===== src/include/lsu_settings.svh =====
// ----------------------------------------------------------
// LSU settings
// Data, address and tag widths, store queue and memory depth
// ----------------------------------------------------------

`ifndef LSU_SETTINGS_SVH
`define LSU_SETTINGS_SVH

// Word and byte address
`define DATA_WIDTH 32
`define ADDR_WIDTH 32

// Reorder buffer tag
`define TAG_WIDTH  6

// Store queue entries and data memory words
`define SQ_DEPTH   4
`define DC_DEPTH   64

`endif


===== src/verilog/lsu_pkg.sv =====
// ----------------------------------------------------------
// LSU package
// Payload types and the opcode and function encodings
// ----------------------------------------------------------

`include "lsu_settings.svh"

package lsu_pkg;

    typedef logic [`DATA_WIDTH-1:0] lsu_data_t;
    typedef logic [`ADDR_WIDTH-1:0] lsu_addr_t;
    typedef logic [`TAG_WIDTH-1:0]  lsu_tag_t;

    // Class of the operation issued to the LSU
    typedef enum logic {
        OPCODE_LOAD  = 1'b0,
        OPCODE_STORE = 1'b1
    } lsu_opcode_t;

    // MSB marks a store, low bits follow funct3
    typedef enum logic [3:0] {
        LSU_FUNC_LB  = 4'b0000,
        LSU_FUNC_LH  = 4'b0001,
        LSU_FUNC_LW  = 4'b0010,
        LSU_FUNC_LBU = 4'b0100,
        LSU_FUNC_LHU = 4'b0101,
        LSU_FUNC_SB  = 4'b1000,
        LSU_FUNC_SH  = 4'b1001,
        LSU_FUNC_SW  = 4'b1010
    } lsu_func_t;

endpackage


===== src/verilog/lsu_if.sv =====
// ----------------------------------------------------------
// LSU interfaces
// Store allocation and data memory write
// ----------------------------------------------------------

`timescale 1ns/1ps

`include "lsu_settings.svh"

interface lsu_alloc_if;
    logic               en;
    lsu_pkg::lsu_func_t func;
    lsu_pkg::lsu_tag_t  tag;
    lsu_pkg::lsu_addr_t addr;
    lsu_pkg::lsu_data_t data;

    modport id (output en, output func, output tag, output addr, output data);
    modport sq (input en, input func, input tag, input addr, input data);
endinterface

interface lsu_wr_if;
    logic                       en;
    lsu_pkg::lsu_addr_t         addr;
    logic [`DATA_WIDTH/8-1:0]   byte_en;
    // Already placed in its byte lanes
    lsu_pkg::lsu_data_t         data;

    modport sq (output en, output addr, output byte_en, output data);
    modport ram (input en, input addr, input byte_en, input data);
endinterface


===== src/verilog/lsu_id.sv =====
// ----------------------------------------------------------
// LSU ID stage
// Function decode, address generation and store allocation
// ----------------------------------------------------------

`timescale 1ns/1ps

`include "lsu_settings.svh"

module lsu_id (
    input  logic                 clk,
    input  logic                 n_rst,
    input  logic                 i_flush,
    input  logic                 i_valid,
    input  logic                 i_stall,
    input  lsu_pkg::lsu_opcode_t i_opcode,
    input  lsu_pkg::lsu_data_t   i_insn,
    input  lsu_pkg::lsu_data_t   i_src_a,
    input  lsu_pkg::lsu_data_t   i_src_b,
    input  lsu_pkg::lsu_tag_t    i_tag,
    output lsu_pkg::lsu_func_t   o_func,
    output lsu_pkg::lsu_addr_t   o_addr,
    output lsu_pkg::lsu_tag_t    o_tag,
    output logic                 o_valid,
    lsu_alloc_if.id              alloc
);

    lsu_pkg::lsu_func_t func;
    lsu_pkg::lsu_data_t imm;
    lsu_pkg::lsu_addr_t addr;
    logic               is_store;
    logic               accept;

    assign is_store = (i_opcode == lsu_pkg::OPCODE_STORE);
    assign accept   = i_valid && !i_stall;

    always_comb begin
        if (is_store) begin
            case (i_insn[13:12])
                2'b00:   func = lsu_pkg::LSU_FUNC_SB;
                2'b01:   func = lsu_pkg::LSU_FUNC_SH;
                default: func = lsu_pkg::LSU_FUNC_SW;
            endcase
        end else begin
            case (i_insn[14:12])
                3'b000:  func = lsu_pkg::LSU_FUNC_LB;
                3'b001:  func = lsu_pkg::LSU_FUNC_LH;
                3'b100:  func = lsu_pkg::LSU_FUNC_LBU;
                3'b101:  func = lsu_pkg::LSU_FUNC_LHU;
                default: func = lsu_pkg::LSU_FUNC_LW;
            endcase
        end
    end

    // S-type splits the immediate around rd
    assign imm = is_store ? {{(`DATA_WIDTH-12){i_insn[31]}}, i_insn[31:25], i_insn[11:7]}
                          : {{(`DATA_WIDTH-12){i_insn[31]}}, i_insn[31:20]};
    assign addr = i_src_a + imm;

    always_ff @(posedge clk) begin
        o_func <= func;
        o_addr <= addr;
        o_tag  <= i_tag;
    end

    always_ff @(posedge clk, negedge n_rst) begin
        if (!n_rst) begin
            o_valid <= 1'b0;
        end else if (i_flush) begin
            o_valid <= 1'b0;
        end else begin
            o_valid <= accept;
        end
    end

    assign alloc.en   = accept && is_store;
    assign alloc.func = func;
    assign alloc.tag  = i_tag;
    assign alloc.addr = addr;
    assign alloc.data = i_src_b;

endmodule


===== src/verilog/lsu_ex.sv =====
// ----------------------------------------------------------
// LSU EX stage
// Memory read, load extension and bus output register
// ----------------------------------------------------------

`timescale 1ns/1ps

`include "lsu_settings.svh"

module lsu_ex (
    input  logic               clk,
    input  logic               n_rst,
    input  logic               i_flush,
    input  lsu_pkg::lsu_func_t i_func,
    input  lsu_pkg::lsu_addr_t i_addr,
    input  lsu_pkg::lsu_tag_t  i_tag,
    input  logic               i_valid,
    input  lsu_pkg::lsu_data_t i_rd_data,
    output lsu_pkg::lsu_addr_t o_rd_addr,
    output logic               o_cdb_en,
    output lsu_pkg::lsu_data_t o_cdb_data,
    output lsu_pkg::lsu_addr_t o_cdb_addr,
    output lsu_pkg::lsu_tag_t  o_cdb_tag
);

    lsu_pkg::lsu_data_t shifted;
    lsu_pkg::lsu_data_t ex_data;

    assign o_rd_addr = {i_addr[`ADDR_WIDTH-1:2], 2'b00};

    // Bring the addressed byte or halfword down to bit 0
    assign shifted = i_rd_data >> {i_addr[1:0], 3'b000};

    always_comb begin
        case (i_func)
            lsu_pkg::LSU_FUNC_LB:  ex_data = {{(`DATA_WIDTH-8){shifted[7]}}, shifted[7:0]};
            lsu_pkg::LSU_FUNC_LBU: ex_data = {{(`DATA_WIDTH-8){1'b0}}, shifted[7:0]};
            lsu_pkg::LSU_FUNC_LH:  ex_data = {{(`DATA_WIDTH-16){shifted[15]}}, shifted[15:0]};
            lsu_pkg::LSU_FUNC_LHU: ex_data = {{(`DATA_WIDTH-16){1'b0}}, shifted[15:0]};
            lsu_pkg::LSU_FUNC_LW:  ex_data = shifted;
            // Stores only report completion
            default:               ex_data = '0;
        endcase
    end

    always_ff @(posedge clk) begin
        o_cdb_data <= ex_data;
        o_cdb_addr <= i_addr;
        o_cdb_tag  <= i_tag;
    end

    always_ff @(posedge clk, negedge n_rst) begin
        if (!n_rst) begin
            o_cdb_en <= 1'b0;
        end else if (i_flush) begin
            o_cdb_en <= 1'b0;
        end else begin
            o_cdb_en <= i_valid;
        end
    end

endmodule


===== src/verilog/lsu_sq_entry.sv =====
// ----------------------------------------------------------
// Store queue entry
// Holds one store until it is retired or flushed
// ----------------------------------------------------------

`timescale 1ns/1ps

module lsu_sq_entry (
    input  logic               clk,
    input  logic               n_rst,
    input  logic               i_flush,
    input  logic               i_alloc_en,
    input  logic               i_free,
    input  lsu_pkg::lsu_tag_t  i_retire_tag,
    lsu_alloc_if.sq            alloc,
    output logic               o_valid,
    output logic               o_match,
    output lsu_pkg::lsu_func_t o_func,
    output lsu_pkg::lsu_addr_t o_addr,
    output lsu_pkg::lsu_data_t o_data
);

    lsu_pkg::lsu_tag_t tag;

    always_ff @(posedge clk) begin
        if (i_alloc_en) begin
            o_func <= alloc.func;
            o_addr <= alloc.addr;
            o_data <= alloc.data;
            tag    <= alloc.tag;
        end
    end

    // Flush wins over a store allocated in the same cycle
    always_ff @(posedge clk, negedge n_rst) begin
        if (!n_rst) begin
            o_valid <= 1'b0;
        end else if (i_flush || i_free) begin
            o_valid <= 1'b0;
        end else if (i_alloc_en) begin
            o_valid <= 1'b1;
        end
    end

    assign o_match = o_valid && (tag == i_retire_tag);

endmodule


===== src/verilog/lsu_sq.sv =====
// ----------------------------------------------------------
// Store queue
// Allocates stores and drains them to memory on retire
// ----------------------------------------------------------

`timescale 1ns/1ps

`include "lsu_settings.svh"

module lsu_sq #(
    parameter int SQ_DEPTH = `SQ_DEPTH
) (
    input  logic              clk,
    input  logic              n_rst,
    input  logic              i_flush,
    input  logic              i_rob_retire_en,
    input  lsu_pkg::lsu_tag_t i_rob_retire_tag,
    output logic              o_full,
    output logic              o_rob_retire_stall,
    lsu_alloc_if.sq           alloc,
    lsu_wr_if.sq              wr
);

    localparam int IDX_W = (SQ_DEPTH > 1) ? $clog2(SQ_DEPTH) : 1;
    localparam int BE_W  = `DATA_WIDTH / 8;

    logic [SQ_DEPTH-1:0] entry_valid;
    logic [SQ_DEPTH-1:0] entry_match;
    logic [SQ_DEPTH-1:0] alloc_sel;
    lsu_pkg::lsu_func_t  entry_func [SQ_DEPTH];
    lsu_pkg::lsu_addr_t  entry_addr [SQ_DEPTH];
    lsu_pkg::lsu_data_t  entry_data [SQ_DEPTH];
    logic [IDX_W-1:0]    ret_idx;
    logic                ret_hit;
    lsu_pkg::lsu_func_t  ret_func;
    lsu_pkg::lsu_addr_t  ret_addr;
    logic [BE_W-1:0]     ret_be;

    // Lowest free slot takes the next store
    always_comb begin
        alloc_sel = '0;
        for (int i = SQ_DEPTH - 1; i >= 0; i--) begin
            if (!entry_valid[i]) begin
                alloc_sel    = '0;
                alloc_sel[i] = 1'b1;
            end
        end
    end

    assign o_full = &entry_valid;

    // Tags are unique, lowest match is taken anyway
    always_comb begin
        ret_idx = '0;
        for (int i = SQ_DEPTH - 1; i >= 0; i--) begin
            if (entry_match[i]) begin
                ret_idx = IDX_W'(i);
            end
        end
    end

    assign ret_hit            = i_rob_retire_en && (|entry_match);
    assign o_rob_retire_stall = i_rob_retire_en && !(|entry_match);

    assign ret_func = entry_func[ret_idx];
    assign ret_addr = entry_addr[ret_idx];

    always_comb begin
        case (ret_func)
            lsu_pkg::LSU_FUNC_SB: ret_be = BE_W'(1);
            lsu_pkg::LSU_FUNC_SH: ret_be = BE_W'(3);
            default:              ret_be = '1;
        endcase
    end

    assign wr.en      = ret_hit;
    assign wr.addr    = ret_addr;
    assign wr.byte_en = ret_be << ret_addr[1:0];
    assign wr.data    = entry_data[ret_idx] << {ret_addr[1:0], 3'b000};

    for (genvar g = 0; g < SQ_DEPTH; g++) begin : g_entry
        lsu_sq_entry u_entry (
            .clk          (clk),
            .n_rst        (n_rst),
            .i_flush      (i_flush),
            .i_alloc_en   (alloc.en && alloc_sel[g]),
            .i_free       (ret_hit && (ret_idx == IDX_W'(g))),
            .i_retire_tag (i_rob_retire_tag),
            .alloc        (alloc),
            .o_valid      (entry_valid[g]),
            .o_match      (entry_match[g]),
            .o_func       (entry_func[g]),
            .o_addr       (entry_addr[g]),
            .o_data       (entry_data[g])
        );
    end

endmodule


===== src/verilog/lsu_dc_ram.sv =====
// ----------------------------------------------------------
// Data memory
// Word array, byte-lane write and combinational read
// ----------------------------------------------------------

`timescale 1ns/1ps

`include "lsu_settings.svh"

module lsu_dc_ram #(
    parameter int DC_DEPTH = `DC_DEPTH
) (
    input  logic               clk,
    input  logic               n_rst,
    input  lsu_pkg::lsu_addr_t i_rd_addr,
    output lsu_pkg::lsu_data_t o_rd_data,
    lsu_wr_if.ram              wr
);

    localparam int AW   = (DC_DEPTH > 1) ? $clog2(DC_DEPTH) : 1;
    localparam int BE_W = `DATA_WIDTH / 8;

    lsu_pkg::lsu_data_t mem [DC_DEPTH];
    logic [AW-1:0]      rd_idx;
    logic [AW-1:0]      wr_idx;

    // Byte addresses, so skip the lane bits
    assign rd_idx = i_rd_addr[AW+1:2];
    assign wr_idx = wr.addr[AW+1:2];

    assign o_rd_data = mem[rd_idx];

    always_ff @(posedge clk, negedge n_rst) begin
        if (!n_rst) begin
            for (int i = 0; i < DC_DEPTH; i++) begin
                mem[i] <= '0;
            end
        end else if (wr.en) begin
            for (int b = 0; b < BE_W; b++) begin
                if (wr.byte_en[b]) begin
                    mem[wr_idx][8*b +: 8] <= wr.data[8*b +: 8];
                end
            end
        end
    end

endmodule


===== src/verilog/lsu.sv =====
// ----------------------------------------------------------
// Load/store unit
// ID and EX stages, store queue and data memory
// ----------------------------------------------------------

`timescale 1ns/1ps

`include "lsu_settings.svh"

module lsu (
    input  logic                 clk,
    input  logic                 n_rst,
    input  logic                 i_flush,

    // Function unit issue
    input  logic                 i_fu_valid,
    input  lsu_pkg::lsu_opcode_t i_fu_opcode,
    input  lsu_pkg::lsu_data_t   i_fu_insn,
    input  lsu_pkg::lsu_data_t   i_fu_src_a,
    input  lsu_pkg::lsu_data_t   i_fu_src_b,
    input  lsu_pkg::lsu_tag_t    i_fu_tag,
    output logic                 o_fu_stall,

    // Reorder buffer retire
    input  logic                 i_rob_retire_en,
    input  lsu_pkg::lsu_tag_t    i_rob_retire_tag,
    output logic                 o_rob_retire_stall,

    // Common data bus
    output logic                 o_cdb_en,
    output lsu_pkg::lsu_data_t   o_cdb_data,
    output lsu_pkg::lsu_addr_t   o_cdb_addr,
    output lsu_pkg::lsu_tag_t    o_cdb_tag
);

    lsu_pkg::lsu_func_t id_func;
    lsu_pkg::lsu_addr_t id_addr;
    lsu_pkg::lsu_tag_t  id_tag;
    logic               id_valid;
    lsu_pkg::lsu_addr_t rd_addr;
    lsu_pkg::lsu_data_t rd_data;

    lsu_alloc_if u_alloc_if ();
    lsu_wr_if    u_wr_if ();

    lsu_id u_id (
        .clk      (clk),
        .n_rst    (n_rst),
        .i_flush  (i_flush),
        .i_valid  (i_fu_valid),
        .i_stall  (o_fu_stall),
        .i_opcode (i_fu_opcode),
        .i_insn   (i_fu_insn),
        .i_src_a  (i_fu_src_a),
        .i_src_b  (i_fu_src_b),
        .i_tag    (i_fu_tag),
        .o_func   (id_func),
        .o_addr   (id_addr),
        .o_tag    (id_tag),
        .o_valid  (id_valid),
        .alloc    (u_alloc_if.id)
    );

    lsu_ex u_ex (
        .clk        (clk),
        .n_rst      (n_rst),
        .i_flush    (i_flush),
        .i_func     (id_func),
        .i_addr     (id_addr),
        .i_tag      (id_tag),
        .i_valid    (id_valid),
        .i_rd_data  (rd_data),
        .o_rd_addr  (rd_addr),
        .o_cdb_en   (o_cdb_en),
        .o_cdb_data (o_cdb_data),
        .o_cdb_addr (o_cdb_addr),
        .o_cdb_tag  (o_cdb_tag)
    );

    lsu_sq #(
        .SQ_DEPTH (`SQ_DEPTH)
    ) u_sq (
        .clk                (clk),
        .n_rst              (n_rst),
        .i_flush            (i_flush),
        .i_rob_retire_en    (i_rob_retire_en),
        .i_rob_retire_tag   (i_rob_retire_tag),
        .o_full             (o_fu_stall),
        .o_rob_retire_stall (o_rob_retire_stall),
        .alloc              (u_alloc_if.sq),
        .wr                 (u_wr_if.sq)
    );

    lsu_dc_ram #(
        .DC_DEPTH (`DC_DEPTH)
    ) u_dc_ram (
        .clk       (clk),
        .n_rst     (n_rst),
        .i_rd_addr (rd_addr),
        .o_rd_data (rd_data),
        .wr        (u_wr_if.ram)
    );

endmodule


===== config.mk =====
export PLATFORM = sky130hd
export DESIGN_NAME = lsu
export DESIGN_NICKNAME = d
export VERILOG_FILES = /design/src/verilog/lsu_pkg.sv /design/src/verilog/lsu_if.sv /design/src/verilog/lsu_id.sv /design/src/verilog/lsu_ex.sv /design/src/verilog/lsu_sq_entry.sv /design/src/verilog/lsu_sq.sv /design/src/verilog/lsu_dc_ram.sv /design/src/verilog/lsu.sv
export VERILOG_INCLUDE_DIRS = /design/src /design/src/include
export SDC_FILE = /design/constraint.sdc
export NUM_CORES = 2
export LEC_CHECK = 0
export BUFFER_PORTS_ARGS = -buffer_cell sky130_fd_sc_hd__buf_4
export CORE_MARGIN = 2
export CORE_UTILIZATION = 45
export DETAILED_ROUTE_END_ITERATION = 16
export GPL_TIMING_DRIVEN = 1
export PLACE_DENSITY = 0.6
export SETUP_SLACK_MARGIN = 0.4
export SYNTH_ARGS = -nofsm -noshare
export SYNTH_HDL_FRONTEND = slang
export SYNTH_SLANG_ARGS = --single-unit

===== constraint.sdc =====
create_clock -name clk -period 5.7 [get_ports clk]
set_input_delay 1.14 -clock clk [delete_from_list [all_inputs] [get_ports clk]]
set_output_delay 1.14 -clock clk [all_outputs]
set_load 0.005 [all_outputs]

==> results.sh <==
export IMPL_period_share_pct=85.1
export IMPL_drtIter0Drc=4543
export IMPL_synth_main_ff_cell="dfrtp_1"
export IMPL_grt_usage_pct=24.4
export IMPL_grt_first_pass_wirelength_um=435000
export IMPL_hold_viol_final=0
export IMPL_rows=178
export IMPL_yosysUniqueCellTypes=68
export IMPL_grt_max_degree=169
export IMPL_slew_headroom_pct=10.9
export IMPL_gpl_final_weighted_congestion=0.837
export IMPL_path_cells="buf_12 > mux4_2 > mux4_2 > nor2b_1 > a211oi_1 > a21oi_1 > mux2i_1 > mux2_2 > or3_1 > o31a_1 > buf_4 > nand2_1"
export IMPL_synth_area_um2=106000
export IMPL_ys_seq_area_share_pct=56.3
export IMPL_worst_path_largest_cell_delay_ns=0.62
export IMPL_hold_class="in -> async"
export IMPL_drc_errors=0
export IMPL_vias=61103
export IMPL_cts_path_max_buffers=4
export IMPL_post_dp_cell_area_um2=113000
export IMPL_finalSetupViolCount=0
export IMPL_rr_endpoint="u_ex.o_cdb_data[27]"
export IMPL_wl_per_cell_um=27.7
export IMPL_io_pins=187
export IMPL_synth_top_area_cell="dfrtp_1"
export IMPL_htree_levels=5
export IMPL_portBuffers=174
export IMPL_die_y_um=489
export IMPL_min_period_ns=4.85
export IMPL_max_vdd_ir_drop_mv=0.224
export IMPL_r2r_start="u_id.o_addr[2]"
export IMPL_dr_pass1_iters=5
export IMPL_grt_remaining_overflow=0
export IMPL_cp_start_kind="flip-flop"
export IMPL_clkTransAtPathRegs_ns=0.06
export IMPL_yosysMostFrequentCell="dfrtp_1"
export IMPL_rsz0062_at_grt="false"
export IMPL_worstSetupPathType="reg -> reg"
export IMPL_grt_pass1_vias=64076
export IMPL_cts_inserted_buffers=275
export IMPL_worst_setup_path_startpoint="u_id.o_addr[2]"
export IMPL_status="finished clean"
export IMPL_power_density_nw_per_um2=317
export IMPL_drive_above_1_share_pct=48.3
export IMPL_cts_resized=0
export IMPL_cp_num_cells=12
export IMPL_drt_antenna_violating_nets=0
export IMPL_endpoint_kind="flip-flop"
export IMPL_coreArea_um2=235000
export IMPL_finalMaxSlewViolations=0
export IMPL_synth_area_top_cells="dfrtp_1, mux2_2, mux4_2, edfxtp_1, dfxtp_1"
export IMPL_r2r_setup_slack_ns=0.85
export IMPL_ys_async_sr_fraction_pct=86.8
export IMPL_path_common_cell="mux4_2"
export IMPL_crit_fanout=44
export IMPL_avgSynthCellArea_um2=15.5
export IMPL_hpwlAfterDp_um=188000
export IMPL_tns_ns=0
export IMPL_worst_ep_required_time_ns=6.44
export IMPL_maxCapViolations=0
export IMPL_synth_edff_count=200
export IMPL_die_w_um=489
export IMPL_fin_nets=7207
export IMPL_dieArea_um2=239000
export IMPL_ctsHoldBuffers=0
export IMPL_synth_common_cells="dfrtp_1, mux2_2, mux4_2"
export IMPL_max_freq_ghz=0.206
export IMPL_critical_path_top_delay_family="multiplexers"
export IMPL_worst_slew_pin_slew_ns=1.34
export IMPL_avgViaCountPerCell=5.87
export IMPL_cts_setup_buffers=0
export IMPL_finalInstanceArea_um2=121000
export IMPL_syn_to_final_growth_pct=14.6
export IMPL_antenna_found_initial=13
export IMPL_root_buffer="clkbuf_16"
export IMPL_cpMaxStageDelayCell="dfxtp_4"
export IMPL_cts_tree="built"
export IMPL_reg2reg_depth=12
export IMPL_ys_warn_count=0
export IMPL_leakage_nw=55.9
export IMPL_cp_num_buf_inv=2
export IMPL_totalWireLength_um=288000
export IMPL_finalClockSkew_ns=0.0570
export IMPL_clkLatencyLatePin_ns=0.93
export IMPL_ys_seq_elements=2366
export IMPL_synth_nets=6955
export IMPL_holdWs_ns=0.226
export IMPL_synth_cells=6809
export IMPL_clock_sinks=2366
export IMPL_arrival_ns=5.59
export IMPL_synth_top_area_share_pct=48.5
export IMPL_start_util_pct=45.1
==> state kept, by name, indices dropped and copies added, names as in the netlist <==
signal and flops:
u_sq.g_entry.u_entry.tag 24, u_dc_ram.mem 2048, u_ex.o_cdb_data 32, u_id.o_valid 1
u_ex.o_cdb_addr 32, u_id.o_tag 6, u_sq.g_entry.u_entry.o_data 128, u_sq.g_entry.u_entry.o_func 16
u_id.o_func 4, u_ex.o_cdb_en 1, u_sq.g_entry.u_entry.o_addr 32, u_sq.g_entry.u_entry.o_valid 4
u_id.o_addr 32, u_ex.o_cdb_tag 6
==> worst reg2reg max path, delay by kind of cell, from the launching register on <==
family,cells,cell delay [ns]
muxes,4,1.58
AOI/OAI and AO/OA,3,1.15
buffers and inverters,2,0.72
and+or+nand+nor,3,0.63
DFF,1,0.62
==> worst max path at each step <==
stage,slack (ns),end
after floorplan,1.20,u_id.o_addr[28]
after global placement,0.29,u_dc_ram.mem[48]
after detailed placement,0.22,u_dc_ram.mem[966]
after CTS,0.97,u_ex.o_cdb_data[26]
after global routing,0.73,u_ex.o_cdb_data[27]
final,0.85,u_ex.o_cdb_data[27]
==> metal layers <==
metal  vias up  GRT usage, %  share of wire (%)
met5         -             0                  0
met4         0          8.14                3.5
met3       477          3.37                4.4
met2      1318          39.6                 49
met1     33143          34.0                 43
li1      26165             -                  -
==> where the power goes <==
part | total [mW] | switching [mW] | internal [mW]
Sequential | 17.4 | 0.239 | 17.2
Combinational | 3.96 | 2.51 | 1.46
Clock | 17.1 | 6.82 | 10.3
==> area by class of cell <==
cell class	instances	area, um2
repair buffers	473	4470
flip-flops and latches	2366	59700
multi-input cells	3930	44500
diodes	9	22.5
fillers	19328	113000
inverters	15	56.3
clock inverters	54	629
well taps	3150	3940
clock buffers	407	8050
==> per-stage QoR <==
stage / utilization (%) / worst slack, ns / instances / power [mW]
floorplan: - / 1.20 / 6809 / 19.9
global placement: 48.0 / 0.294 / 9934 / 21.7
detailed placement: 48.0 / 0.217 / 9934 / 21.8
CTS: 51.7 / 0.972 / 10395 / 39.0
global route: 51.7 / 0.735 / 10400 / 39.9
finish: 51.7 / 0.850 / 10404 / 38.5
==> cells by family after synthesis <==
family	synth area share [%]
AND/OR/NAND/NOR	3.98
adder cells (fa/ha/maj)	0.385
XOR/XNOR	0.430
AO/OA/AOI/OAI	3.06
multiplexers	33.7
flip-flops	56.3
buffers and inverters	2.06
==> placed cells by master (no fill, tap or decap), types with 17 or more instances in the layout <==
cell type     n
nor2_1       53
xor2_1       17
nand2_1     372
buf_4       400
nor3_4       48
o221ai_1     19
mux4_2      664
dfxtp_1     106
a211oi_1     31
buf_12       72
ha_1         31
clkinv_2     29
nor2_2       63
a21oi_1      67
mux2i_1      30
nand3_1     154
clkbuf_8     48
mux2_2     1782
clkbuf_16   284
edfxtp_1    200
mux2_1       25
xnor2_1      35
o21ai_0     296
clkbuf_1     75
dfrtp_1    2054
No activity file was read; power rests on OpenSTA's default activity.
